[src/periph_pkg.sv]
package periph_pkg;

    // ----------------------------------------------------------
    // Register bus
    // ----------------------------------------------------------
    localparam int DATA_W = 32;
    localparam int ADDR_W = 12;

    typedef logic [DATA_W-1:0] data_t;
    typedef logic [ADDR_W-1:0] addr_t;

    // Top nibble of the address selects the page
    localparam logic [3:0] TIMER_BASE = 4'h0;
    localparam logic [3:0] PLIC_BASE  = 4'h1;

    // Returned for pages with no peripheral behind them
    localparam data_t ERR_RDATA = 32'hdead_beef;

    // ----------------------------------------------------------
    // Interrupt sources
    // ----------------------------------------------------------
    localparam int NUM_TIMERS  = 2;
    localparam int NUM_EXT_SRC = 8;
    localparam int NUM_SRC     = NUM_TIMERS + NUM_EXT_SRC;

    typedef logic [NUM_SRC-1:0] src_vec_t;

    localparam int SRC_ID_W = 4;
    typedef logic [SRC_ID_W-1:0] src_id_t;

    // Bit i is source ID i+1, timers first, then external lines
    // Timers and external lines 4..7 are edge triggered
    localparam src_vec_t EDGE_SRC_MASK = 10'b11_1100_0011;

    localparam int PRIO_W = 3;
    typedef logic [PRIO_W-1:0] prio_t;

    // ----------------------------------------------------------
    // Register offsets within a page
    // ----------------------------------------------------------
    localparam addr_t TMR_CTRL   = 12'h000;
    localparam addr_t TMR_COUNT  = 12'h004;
    localparam addr_t TMR_CMP    = 12'h008;
    localparam addr_t TMR_STRIDE = 12'h010;

    localparam addr_t PLIC_PRIO_BASE = 12'h000;
    localparam addr_t PLIC_ENABLE    = 12'h080;
    localparam addr_t PLIC_THRESH    = 12'h084;
    localparam addr_t PLIC_CLAIM     = 12'h088;

    typedef enum logic {IDLE, RUN} tmr_state_e;

endpackage

[src/cmp_timer.sv]
module cmp_timer (
    input  logic                              clk_i,
    input  logic                              rst_n_i,
    input  logic                              sel_i,
    input  logic                              write_i,
    input  periph_pkg::addr_t                 addr_i,
    input  periph_pkg::data_t                 wdata_i,
    output periph_pkg::data_t                 rdata_o,
    output logic [periph_pkg::NUM_TIMERS-1:0] match_o
);

    periph_pkg::tmr_state_e            state_q [periph_pkg::NUM_TIMERS];
    periph_pkg::data_t                 count_q [periph_pkg::NUM_TIMERS];
    periph_pkg::data_t                 cmp_q   [periph_pkg::NUM_TIMERS];
    logic [periph_pkg::NUM_TIMERS-1:0] en_q;
    logic [periph_pkg::NUM_TIMERS-1:0] match_q;
    periph_pkg::addr_t                 chan;
    periph_pkg::addr_t                 reg_off;
    periph_pkg::data_t                 rdata_d;
    periph_pkg::data_t                 rdata_q;
    logic                              wr;
    logic                              rd;

    assign chan    = periph_pkg::addr_t'(addr_i / periph_pkg::TMR_STRIDE);
    assign reg_off = periph_pkg::addr_t'(addr_i % periph_pkg::TMR_STRIDE);
    assign wr      = sel_i && write_i;
    assign rd      = sel_i && !write_i;

    // ----------------------------------------------------------
    // Channel FSMs, counters and bus writes
    // ----------------------------------------------------------
    always_ff @(posedge clk_i or negedge rst_n_i) begin
        if (!rst_n_i) begin
            for (int c = 0; c < periph_pkg::NUM_TIMERS; c++) begin
                state_q[c] <= periph_pkg::IDLE;
                count_q[c] <= '0;
                cmp_q[c]   <= '0;
            end
            en_q    <= '0;
            match_q <= '0;
        end else begin
            for (int c = 0; c < periph_pkg::NUM_TIMERS; c++) begin
                match_q[c] <= 1'b0;
                case (state_q[c])
                    periph_pkg::IDLE: begin
                        if (en_q[c]) state_q[c] <= periph_pkg::RUN;
                    end
                    periph_pkg::RUN: begin
                        if (!en_q[c]) begin
                            state_q[c] <= periph_pkg::IDLE;
                        end else if (count_q[c] == cmp_q[c]) begin
                            count_q[c] <= '0;
                            match_q[c] <= 1'b1;
                        end else begin
                            count_q[c] <= count_q[c] + 1'b1;
                        end
                    end
                    default: state_q[c] <= periph_pkg::IDLE;
                endcase
                // A bus write wins over the counter update
                if (wr && chan == periph_pkg::addr_t'(c)) begin
                    case (reg_off)
                        periph_pkg::TMR_CTRL:  en_q[c]    <= wdata_i[0];
                        periph_pkg::TMR_COUNT: count_q[c] <= wdata_i;
                        periph_pkg::TMR_CMP:   cmp_q[c]   <= wdata_i;
                        default: ;
                    endcase
                end
            end
        end
    end

    // Read mux, ctrl shows enable in bit 0 and running in bit 1
    always_comb begin
        rdata_d = '0;
        for (int c = 0; c < periph_pkg::NUM_TIMERS; c++) begin
            if (chan == periph_pkg::addr_t'(c)) begin
                case (reg_off)
                    periph_pkg::TMR_CTRL: rdata_d = periph_pkg::data_t'(
                        {state_q[c] == periph_pkg::RUN, en_q[c]});
                    periph_pkg::TMR_COUNT: rdata_d = count_q[c];
                    periph_pkg::TMR_CMP:   rdata_d = cmp_q[c];
                    default: ;
                endcase
            end
        end
    end

    always_ff @(posedge clk_i) begin
        if (rd) rdata_q <= rdata_d;
    end

    assign rdata_o = rdata_q;
    assign match_o = match_q;

endmodule

[src/irq_gateway.sv]
module irq_gateway (
    input  logic                 clk_i,
    input  logic                 rst_n_i,
    input  periph_pkg::src_vec_t src_i,
    input  periph_pkg::src_vec_t claim_i,
    input  periph_pkg::src_vec_t complete_i,
    output periph_pkg::src_vec_t pending_o
);

    periph_pkg::src_vec_t src_q;
    periph_pkg::src_vec_t rise;
    periph_pkg::src_vec_t pending_d;
    periph_pkg::src_vec_t pending_q;
    periph_pkg::src_vec_t in_service_q;

    assign rise = src_i & ~src_q;

    // Edge sources latch a rising edge, level sources follow the line
    // In-service sources are blocked, so edges seen then are lost
    assign pending_d = ((periph_pkg::EDGE_SRC_MASK & (pending_q | rise)) |
                        (~periph_pkg::EDGE_SRC_MASK & src_i))
                       & ~in_service_q & ~claim_i;

    always_ff @(posedge clk_i or negedge rst_n_i) begin
        if (!rst_n_i) begin
            src_q        <= '0;
            pending_q    <= '0;
            in_service_q <= '0;
        end else begin
            src_q        <= src_i;
            pending_q    <= pending_d;
            in_service_q <= (in_service_q | claim_i) & ~complete_i;
        end
    end

    assign pending_o = pending_q;

endmodule

[src/periph_top.sv]
module periph_top (
    input  logic                               clk_i,
    input  logic                               rst_n_i,
    input  logic                               req_valid_i,
    input  logic                               req_write_i,
    input  periph_pkg::addr_t                  req_addr_i,
    input  periph_pkg::data_t                  req_wdata_i,
    output logic                               rsp_valid_o,
    output logic                               rsp_error_o,
    output periph_pkg::data_t                  rsp_rdata_o,
    input  logic [periph_pkg::NUM_EXT_SRC-1:0] ext_irq_i,
    output logic                               irq_o
);

    logic                              tmr_sel;
    logic                              plic_sel;
    logic                              bus_write;
    periph_pkg::addr_t                 bus_addr;
    periph_pkg::data_t                 bus_wdata;
    periph_pkg::data_t                 tmr_rdata;
    periph_pkg::data_t                 plic_rdata;
    logic [periph_pkg::NUM_TIMERS-1:0] tmr_match;
    periph_pkg::src_vec_t              irq_src;
    periph_pkg::src_vec_t              pending;
    periph_pkg::src_vec_t              claim_src;
    periph_pkg::src_vec_t              complete_src;

    // Timers take IDs 1..2, external lines follow from ID 3
    assign irq_src = {ext_irq_i, tmr_match};

    reg_decode i_reg_decode (
        .clk_i        ( clk_i        ),
        .rst_n_i      ( rst_n_i      ),
        .req_valid_i  ( req_valid_i  ),
        .req_write_i  ( req_write_i  ),
        .req_addr_i   ( req_addr_i   ),
        .req_wdata_i  ( req_wdata_i  ),
        .rsp_valid_o  ( rsp_valid_o  ),
        .rsp_rdata_o  ( rsp_rdata_o  ),
        .rsp_error_o  ( rsp_error_o  ),
        .tmr_sel_o    ( tmr_sel      ),
        .plic_sel_o   ( plic_sel     ),
        .write_o      ( bus_write    ),
        .addr_o       ( bus_addr     ),
        .wdata_o      ( bus_wdata    ),
        .tmr_rdata_i  ( tmr_rdata    ),
        .plic_rdata_i ( plic_rdata   )
    );

    cmp_timer i_cmp_timer (
        .clk_i   ( clk_i     ),
        .rst_n_i ( rst_n_i   ),
        .sel_i   ( tmr_sel   ),
        .write_i ( bus_write ),
        .addr_i  ( bus_addr  ),
        .wdata_i ( bus_wdata ),
        .rdata_o ( tmr_rdata ),
        .match_o ( tmr_match )
    );

    irq_gateway i_irq_gateway (
        .clk_i      ( clk_i        ),
        .rst_n_i    ( rst_n_i      ),
        .src_i      ( irq_src      ),
        .claim_i    ( claim_src    ),
        .complete_i ( complete_src ),
        .pending_o  ( pending      )
    );

    plic_core i_plic_core (
        .clk_i      ( clk_i        ),
        .rst_n_i    ( rst_n_i      ),
        .sel_i      ( plic_sel     ),
        .write_i    ( bus_write    ),
        .addr_i     ( bus_addr     ),
        .wdata_i    ( bus_wdata    ),
        .pending_i  ( pending      ),
        .rdata_o    ( plic_rdata   ),
        .claim_o    ( claim_src    ),
        .complete_o ( complete_src ),
        .irq_o      ( irq_o        )
    );

endmodule

[src/plic_core.sv]
module plic_core (
    input  logic                 clk_i,
    input  logic                 rst_n_i,
    input  logic                 sel_i,
    input  logic                 write_i,
    input  periph_pkg::addr_t    addr_i,
    input  periph_pkg::data_t    wdata_i,
    input  periph_pkg::src_vec_t pending_i,
    output periph_pkg::data_t    rdata_o,
    output periph_pkg::src_vec_t claim_o,
    output periph_pkg::src_vec_t complete_o,
    output logic                 irq_o
);

    periph_pkg::prio_t    prio_q [periph_pkg::NUM_SRC];
    periph_pkg::src_vec_t enable_q;
    periph_pkg::prio_t    thresh_q;
    periph_pkg::src_vec_t qualified;
    periph_pkg::src_id_t  best_id;
    periph_pkg::prio_t    best_prio;
    periph_pkg::addr_t    prio_idx;
    periph_pkg::data_t    rdata_d;
    periph_pkg::data_t    rdata_q;
    periph_pkg::src_vec_t claim_q;
    periph_pkg::src_vec_t complete_q;
    logic                 irq_q;
    logic                 is_prio;
    logic                 claim_hit;
    logic                 rd;
    logic                 wr;

    function automatic periph_pkg::src_vec_t id_onehot(input periph_pkg::src_id_t id);
        periph_pkg::src_vec_t vec;
        vec = '0;
        if (id != '0 && id <= periph_pkg::NUM_SRC) vec[id - 1'b1] = 1'b1;
        return vec;
    endfunction

    assign rd        = sel_i && !write_i;
    assign wr        = sel_i && write_i;
    assign claim_hit = (addr_i == periph_pkg::PLIC_CLAIM);
    assign is_prio   = (addr_i < periph_pkg::PLIC_ENABLE) && (addr_i[1:0] == 2'b00);
    assign prio_idx  = (addr_i - periph_pkg::PLIC_PRIO_BASE) >> 2;

    // ----------------------------------------------------------
    // Source selection
    // ----------------------------------------------------------
    always_comb begin
        best_id   = '0;
        best_prio = '0;
        for (int i = 0; i < periph_pkg::NUM_SRC; i++) begin
            qualified[i] = pending_i[i] && enable_q[i] && (prio_q[i] > thresh_q);
            // Skip a source whose claim is still on its way to the gateway
            if (qualified[i] && !claim_q[i] && (best_id == '0 || prio_q[i] > best_prio)) begin
                best_id   = periph_pkg::src_id_t'(i + 1);
                best_prio = prio_q[i];
            end
        end
    end

    // ----------------------------------------------------------
    // Registers, enable bit n belongs to ID n
    // ----------------------------------------------------------
    always_ff @(posedge clk_i or negedge rst_n_i) begin
        if (!rst_n_i) begin
            for (int i = 0; i < periph_pkg::NUM_SRC; i++) begin
                prio_q[i] <= '0;
            end
            enable_q   <= '0;
            thresh_q   <= '0;
            claim_q    <= '0;
            complete_q <= '0;
            irq_q      <= 1'b0;
        end else begin
            for (int i = 0; i < periph_pkg::NUM_SRC; i++) begin
                if (wr && is_prio && prio_idx == periph_pkg::addr_t'(i + 1))
                    prio_q[i] <= wdata_i[periph_pkg::PRIO_W-1:0];
            end
            if (wr && addr_i == periph_pkg::PLIC_ENABLE) enable_q <= wdata_i[periph_pkg::NUM_SRC:1];
            if (wr && addr_i == periph_pkg::PLIC_THRESH) thresh_q <= wdata_i[periph_pkg::PRIO_W-1:0];
            claim_q    <= (rd && claim_hit) ? id_onehot(best_id) : '0;
            complete_q <= (wr && claim_hit && wdata_i <= periph_pkg::NUM_SRC) ?
                          id_onehot(periph_pkg::src_id_t'(wdata_i)) : '0;
            irq_q      <= |qualified;
        end
    end

    always_comb begin
        rdata_d = '0;
        if (addr_i == periph_pkg::PLIC_ENABLE) begin
            rdata_d = periph_pkg::data_t'({enable_q, 1'b0});
        end else if (addr_i == periph_pkg::PLIC_THRESH) begin
            rdata_d = periph_pkg::data_t'(thresh_q);
        end else if (claim_hit) begin
            rdata_d = periph_pkg::data_t'(best_id);
        end else if (is_prio) begin
            for (int i = 0; i < periph_pkg::NUM_SRC; i++) begin
                if (prio_idx == periph_pkg::addr_t'(i + 1)) rdata_d = periph_pkg::data_t'(prio_q[i]);
            end
        end
    end

    always_ff @(posedge clk_i) begin
        if (rd) rdata_q <= rdata_d;
    end

    assign rdata_o    = rdata_q;
    assign claim_o    = claim_q;
    assign complete_o = complete_q;
    assign irq_o      = irq_q;

    claim_id_range_a: assert property (@(posedge clk_i) disable iff (!rst_n_i)
        (rd && claim_hit) |=> (rdata_o <= periph_pkg::NUM_SRC));

endmodule

[src/reg_decode.sv]
module reg_decode (
    input  logic              clk_i,
    input  logic              rst_n_i,
    input  logic              req_valid_i,
    input  logic              req_write_i,
    input  periph_pkg::addr_t req_addr_i,
    input  periph_pkg::data_t req_wdata_i,
    output logic              rsp_valid_o,
    output periph_pkg::data_t rsp_rdata_o,
    output logic              rsp_error_o,
    output logic              tmr_sel_o,
    output logic              plic_sel_o,
    output logic              write_o,
    output periph_pkg::addr_t addr_o,
    output periph_pkg::data_t wdata_o,
    input  periph_pkg::data_t tmr_rdata_i,
    input  periph_pkg::data_t plic_rdata_i
);

    logic [3:0] page;
    logic       valid_q;
    logic       tmr_q;
    logic       plic_q;

    assign page = req_addr_i[periph_pkg::ADDR_W-1 -: 4];

    assign tmr_sel_o  = req_valid_i && (page == periph_pkg::TIMER_BASE);
    assign plic_sel_o = req_valid_i && (page == periph_pkg::PLIC_BASE);
    assign write_o    = req_write_i;
    assign wdata_o    = req_wdata_i;
    // Peers only see the offset within their page
    assign addr_o     = {4'h0, req_addr_i[periph_pkg::ADDR_W-5:0]};

    // Remember the target for the response cycle
    always_ff @(posedge clk_i or negedge rst_n_i) begin
        if (!rst_n_i) begin
            valid_q <= 1'b0;
            tmr_q   <= 1'b0;
            plic_q  <= 1'b0;
        end else begin
            valid_q <= req_valid_i;
            tmr_q   <= tmr_sel_o;
            plic_q  <= plic_sel_o;
        end
    end

    assign rsp_valid_o = valid_q;
    assign rsp_error_o = valid_q && !tmr_q && !plic_q;
    assign rsp_rdata_o = tmr_q  ? tmr_rdata_i  :
                         plic_q ? plic_rdata_i : periph_pkg::ERR_RDATA;

    sel_onehot_a: assert property (@(posedge clk_i) disable iff (!rst_n_i)
        !(tmr_sel_o && plic_sel_o));

endmodule

[config.mk]
export PLATFORM = sky130hd
export DESIGN_NAME = periph_top
export DESIGN_NICKNAME = d
export VERILOG_FILES = /design/src/periph_pkg.sv /design/src/cmp_timer.sv /design/src/irq_gateway.sv /design/src/periph_top.sv /design/src/plic_core.sv /design/src/reg_decode.sv
export SDC_FILE = /design/constraint.sdc
export NUM_CORES = 1
export LEC_CHECK = 0
export BUFFER_PORTS_ARGS = -buffer_cell sky130_fd_sc_hd__buf_2
export CAP_MARGIN = 30
export CORE_MARGIN = 2
export CORE_UTILIZATION = 65
export CTS_CLUSTER_DIAMETER = 150
export CTS_CLUSTER_SIZE = 20
export DETAILED_ROUTE_END_ITERATION = 16
export HOLD_SLACK_MARGIN = 0.05
export PLACE_DENSITY = 0.87
export SLEW_MARGIN = 20
export SYNTH_ARGS = -nofsm -noshare
export SYNTH_HDL_FRONTEND = slang
export SYNTH_SLANG_ARGS = --single-unit
[constraint.sdc]
create_clock -name clk_i -period 26.1 [get_ports clk_i]
set_input_delay 2.61 -clock clk_i [delete_from_list [all_inputs] [get_ports clk_i]]
set_output_delay 2.61 -clock clk_i [all_outputs]
set_load 0.02 [all_outputs]
Yosys cells after proc, flatten, opt, wreduce, memory -nomap -nowiden
Cells that the tools add are included.
{ "word_totals": {"inputBits": 56, "mem_bits_ro": 0, "ram_bits": 0, "memories": 0, "out_inout_bits": 35, "reg_bits": 295, "wordCells": 274, "latchBits": 0} }
{ "classes": {"mul": 0, "n_div": 0, "eq_ne": 19, "bitwise_logic": 12, "magnitude_cmp": 27, "shift": 0, "n_reduce_logical": 113, "add_sub_neg": 4, "mux": 65} }
{ "op_table": {"columns": ["op", "n"], "rows": [
  ["32-bit 2-to-1 mux", 14],
  ["32-bit one-hot mux with 3 select lines", 2],
  ["1-bit logical AND", 70],
  ["32-bit by 1-bit adder with 32-bit output (second input constant)", 2],
  ["32-bit == test", 2],
  ["3-bit greater-than comparator", 19],
  ["3-bit 2-to-1 mux", 19],
  ["11-bit 2-to-1 mux", 4],
  ["10-bit AND", 4],
  ["4-bit logical NOT", 10],
  ["10-bit 2-to-1 mux", 4],
  ["10-bit NOT", 4],
  ["4-bit 2-to-1 mux", 9],
  ["32-bit by 4-bit less-or-equal comparator with 1-bit output (second input constant)", 1],
  ["6-bit by 3-bit == test with 1-bit output (second input constant)", 4],
  ["8-bit == test (second input constant)", 3],
  ["12-bit logical NOT", 2],
  ["10-bit OR", 2],
  ["6-bit by 4-bit == test with 1-bit output (second input constant)", 3],
  ["1-bit logical NOT", 13],
  ["13-bit OR reduction", 1],
  ["6-bit by 2-bit == test with 1-bit output (second input constant)", 2],
  ["1-bit 2-to-1 mux", 11],
  ["4-bit by 5-bit less-than comparator with 1-bit output (second input constant)", 2],
  ["other kinds (16)", 33]
]} }

Longest topological paths before layout
{ "depth": {"ltp_word": 47, "depth_mapped": 71, "mapped_depth_nobuf": 71} }

Cells and area by module
A second synthesis with hierarchy kept.
{ "unflattened": {"hier_cells": 1643, "hier_area_um2": 16782.3} }
{ "by_module_without_submodules": {"columns": ["module", "area_each_um2", "cells_each", "instances"], "rows": [
  ["cmp_timer", 9480.3, 896, 1],
  ["plic_core", 5408.9, 566, 1],
  ["reg_decode", 1014.7, 119, 1],
  ["irq_gateway", 878.3, 62, 1]
]} }

Worst setup path after synthesis
Ideal clock, no wire load.
{ "synth_timing": {"path_kind": "register to register", "start": "register i_plic_core.thresh_q[2]", "end": "register i_plic_core.rdata_q[2], in the netlist i_plic_core.rdata_o[2], data pin", "stages_incl_launch_ff": 69, "path_buffers": 0, "setup_slack_ns": 12.345, "setup_time_ns": 0.130, "synth_period_minus_slack_ns": 13.755, "t_required_ns": 25.970, "t_arrival_ns": 13.625, "cell_sequence": "dfrtp_1 inv_1 ha_1 and3_1 a211o_1 nor2_2 nand2_1 ha_1 nor2b_1 o21a_1 o21ai_0 o211a_1 nor2_1 ha_1 nor2b_1 o21ai_0 a32oi_1 o21a_1 [... 33 more ...] a211oi_1 a21oi_1 ha_1 a21o_1 a21oi_1 a31oi_1 o21ai_0 mux2_2 ha_1 a21oi_1 a31oi_1 o21ai_0 nand2b_1 or2_2 a211oi_1 mux2i_1 o21ai_0 o221a_2"} }
{ "synth_via": {"elab_chain_len": 43} }
{ "synth_rtl": {"columns": ["item", "line", "source"], "rows": [
  ["start, declared", "plic_core.sv:17", "periph_pkg::prio_t thresh_q;"],
  ["start signal, assigned", "plic_core.sv:80", "if (wr && addr_i == periph_pkg::PLIC_THRESH) thresh_q <= wdata_i[periph_pkg::PRIO_W-1:0];"],
  ["3-bit greater-than comparator", "plic_core.sv:52", "qualified[i] = pending_i[i] && enable_q[i] && (prio_q[i] > thresh_q);"],
  ["1-bit logical AND", "plic_core.sv:52", null],
  ["1-bit logical AND", "plic_core.sv:54", "if (qualified[i] && !claim_q[i] && (best_id == '0 || prio_q[i] > best_prio)) begin"],
  ["3-bit 2-to-1 mux or 1-bit 2-to-1 mux (tied branches)", "plic_core.sv:54", null],
  ["3-bit greater-than comparator or 4-bit logical NOT (tied branches)", "plic_core.sv:54", null],
  ["1-bit logical OR", "plic_core.sv:54", null],
  ["1-bit logical AND", "plic_core.sv:54", null],
  ["3-bit 2-to-1 mux or 4-bit 2-to-1 mux (tied branches)", "plic_core.sv:54", null],
  ["[... 28 more ...]", null, null],
  ["3-bit greater-than comparator or 4-bit logical NOT (tied branches)", "plic_core.sv:54", null],
  ["1-bit logical OR", "plic_core.sv:54", null],
  ["1-bit logical AND", "plic_core.sv:54", null],
  ["4-bit 2-to-1 mux", "plic_core.sv:54", null],
  ["11-bit 2-to-1 mux", "plic_core.sv:94", "end else if (claim_hit) begin"],
  ["11-bit 2-to-1 mux *", "plic_core.sv:92", "end else if (addr_i == periph_pkg::PLIC_THRESH) begin"],
  ["11-bit 2-to-1 mux *", "plic_core.sv:90", "if (addr_i == periph_pkg::PLIC_ENABLE) begin"],
  ["via i_plic_core.rdata_d[2]", "plic_core.sv:22", "periph_pkg::data_t rdata_d;"],
  ["end signal, assigned", "plic_core.sv:104", "if (rd) rdata_q <= rdata_d;"],
  ["end, declared", "plic_core.sv:23", "periph_pkg::data_t rdata_q;"]
]} }
The timed path passes the listed nets; every way through them passes the cells marked *.
A chain may end at the register's enable or synchronous reset.

Worst setup path in the final report
Ends and elaborated chain as after synthesis.

==> out/qor.csv <==
stage,metric,value,unit
synthesis,syn_inst,1550,
critical_path,required,26.37,ns
synthesis,synth.area.top_cells,"dfrtp_1 37%, edfxtp_1 8.5%, mux2_2 7.6%, ha_1 4.4%, nand2_1 4.0%",
clock_network,h-tree-depth,1,
die,fp.dieH,157,um
die,num_rows,56,
clock_network,clkLatencyLatePin,0.53,ns
timing,setup_violations,0,
timing,final.period_utilization,0.615,
critical_path,cp_slowest_cell,o21ai_0,
critical_path,arrival,16.32,ns
clock_network,holdBufCountCts,0,
synthesis,yosys_warnings,0,
drt,drtIter0Drc,1777,
hold_path,hold_path_class,reg2reg,
synthesis,synth-adder-area-share,0.0442,
place,io_buffers,90,
layout,regArea,6970,sq um
synthesis,yosysUniqueCellTypes,67,
layout,drive_above_1_share,0.158,
timing,fmax,0.0623,GHz
synthesis,synth_compound_area_frac,0.158,
synthesis,yosysSeqAreaShare,0.458,
clock_network,cts_resized,0,
timing,fin_setup_tns,0,ns
place,gp_congestion,0.972,
layout,finish.utilization,0.709,
global_routing,antenna_found_initial,1,
synthesis,yosysTopAreaCell,dfrtp_1,
timing,holdWs,0.393,ns
global_routing,grt.overflow.total,0,
place,dp_slack,10.28,ns
critical_path,critical_path_class,reg2reg,
clock_network,numCtsBuffers,17,
clock_network,clk_path_buf_depth,3,
layout,layout_common_cells,"227 x dfrtp_1, 161 x nand2_1, 117 x nor2_1",
timing,rsz0062_at_grt,false,
drt,vias,12894,
critical_path,start_kind,flip-flop,
synthesis,synth-edff-count,43,
global_routing,grt_pass1_wl,69300,um
layout,nNetsFinal,1719,
drt,viasPerCell,6.66,
synthesis,synthXorXnorAreaFrac,0.0684,
layout,final_common_cell,dfrtp_1,
critical_path,cp_common_cell,ha_1,
drt,top_layer,met5,
die,initial_utilization,0.655,
flow_run,cap_violations,0,
clock_network,path_clk_slew,0.09,ns
timing,drv_slew,0,
drt,wl_met1,18800,um
drt,wl_per_cell,23.6,um
synthesis,avgSynthCellArea,9.83,sq um
pwr,swShare,0.259,
clock_network,post_cts_buffers,0,
layout,num_antenna_cells,0,
timing,fin_crit,16.04,ns
die,io_pins,91,
run_status,outcome,finished clean,
synthesis,synth_simple_gate_area_share,0.156,
clock_network,clockRootBuffer,clkbuf_16,
synthesis,synthMuxAreaShare,0.0841,
synthesis,synth.net_count,1659,
pwr,irDropWorstVdd,38.1,uV
synthesis,synth_seq_cells,270,
timing,worst_clock_skew,0.0450,ns
drt,wirelength,45700,um
pwr,seqPwrFrac,0.569,
synthesis,async_flop_share,0.841,
clock_network,cts.sink_count,270,
critical_path,crit_path_end_kind,flip-flop,
critical_path,crit_path_max_fanout,12,
global_routing,grt_start_max_net_pins,132,
pwr,powerDensity,47.5,nW/um^2
pwr,p_sw,0.203,mW
clock_network,cts_tree,yes,
pwr,p_leak,7.00,nW
pwr,power_frac_comb,0.087,
synthesis,ys.flop_type,dfrtp_1,
timing,finalHoldViolCount,0,
layout,fill_cells,1765,
pwr,p_int,0.580,mW
pwr,pwr-share-clk,0.344,
die,core_area,23300,sq um
drt,drc,0,
place,dp_hpwl,32200,um
global_routing,grt_pass1_vias,11997,
drt,wl_met2,19400,um
drt,ant_nets,0,
drt,wl_met3,6380,um
timing,max-slew-margin-rel,0.315,
synthesis,synth_top_family_by_area,compound AO/OA/AOI/OAI gates,
die,die_area,24700,sq um
drt,dr.pass1.iters,6,
global_routing,track_usage,0.370,
layout,multiInputGateArea,7800,sq um
timing,layout_setup_ws,10.06,ns
layout,area_growth,8.20,%
critical_path,cpPeakStageDelay,0.54,ns
timing,worst_pin_slew,1.02,ns
synthesis,synth_top_area_share,0.373,
die,die_w,157,um
synthesis,syn_area,15200,sq um
sequential cells by signal, summed over array words and instances (netlist names), 11 cells and up:
register / flops
i_cmp_timer.cmp_q: 64
i_cmp_timer.count_q: 64
i_cmp_timer.rdata_o: 32
i_plic_core.prio_q: 30
i_plic_core.rdata_o: 11
layer usage:
layer  GRT usage  up-vias
met3       0.106      102
met5           0        -
li1            -     5717
met4      0.0840        2
met2       0.528      758
met1       0.561     6315
kinds of logic (layout without fill, tap and decap cells):
logic type | Yosys count | count (layout)
simple gates | 497 | 497
compound gates | 368 | 368
flops | 270 | 270
buf+inv | 129 | 197
xor+xnor | 119 | 119
mux | 113 | 113
fa+ha+maj | 54 | 54
synth_stat cells (36+ instances only):
master / number
edfxtp_1: 43
nor2_1: 121
inv_1: 60
xor2_1: 61
a21oi_1: 53
o21ai_0: 99
dfrtp_1: 227
nand3_1: 36
ha_1: 53
mux2_2: 103
a22oi_1: 66
nand2_1: 161
o22ai_1: 44
xnor2_1: 58
clkbuf_1: 66
power groups by stage:
stage	logic, mW	registers [mW]	clock network (mW)
floorplan	0.0372	0.449	0
global placement	0.0635	0.453	0
detailed placement	0.0648	0.453	0
CTS	0.0656	0.445	0.270
global route	0.0727	0.446	0.284
finish	0.0680	0.445	0.270
worst paths after layout:
path,startpoint,end,slack [ns],cells past startpoint
max,i_plic_core.thresh_q[2]$_DFFE_PN0P_,i_plic_core.rdata_o[2]$_DFFE_PP_,10.06,71
min,i_plic_core.complete_o[3]$_DFF_PN0_,i_irq_gateway.in_service_q[3]$_DFF_PN0_,0.39,1
max reg2reg,i_plic_core.thresh_q[2]$_DFFE_PN0P_,i_plic_core.rdata_o[2]$_DFFE_PP_,10.06,71
min reg2reg,i_plic_core.complete_o[3]$_DFF_PN0_,i_irq_gateway.in_service_q[3]$_DFF_PN0_,0.39,1
max in group asynchronous,rst_n_i,i_plic_core.prio_q[29]$_DFFE_PN0P_,22.56,2
min in group asynchronous,rst_n_i,i_plic_core.complete_o[3]$_DFF_PN0_,2.20,1
worst max-delay path, delay by kind of cell, from the launching register on:
kind                       cells  cell delay (ns)
muxes                          6             2.24
DFF                            1             0.39
adders and majority gates     11             3.19
AOI/OAI and AO/OA             35             7.20
buffers and inverters          3             0.53
and+or+nand+nor               16             2.23
area by class of cell:
class,instances,share of cell area
clock buffers,25,0.0276
repair buffers,110,0.0372
flip-flops and latches,270,0.423
well taps,319,0.0242
clock inverters,2,0.00121
inverters,60,0.0137
multi-input cells,1151,0.473
metrics by stage:
step | instance area (sq um) | std cells | power (mW)
3_3_place_gp | 16000 | 1905 | 0.516
2_1_floorplan | 15200 | 1550 | 0.486
6_report | 16500 | 1937 | 0.783
5_1_grt | 16500 | 1937 | 0.803
3_5_place_dp | 16000 | 1905 | 0.518
4_1_cts | 16400 | 1932 | 0.781
Note: power is estimated with default switching activity, not from simulation.
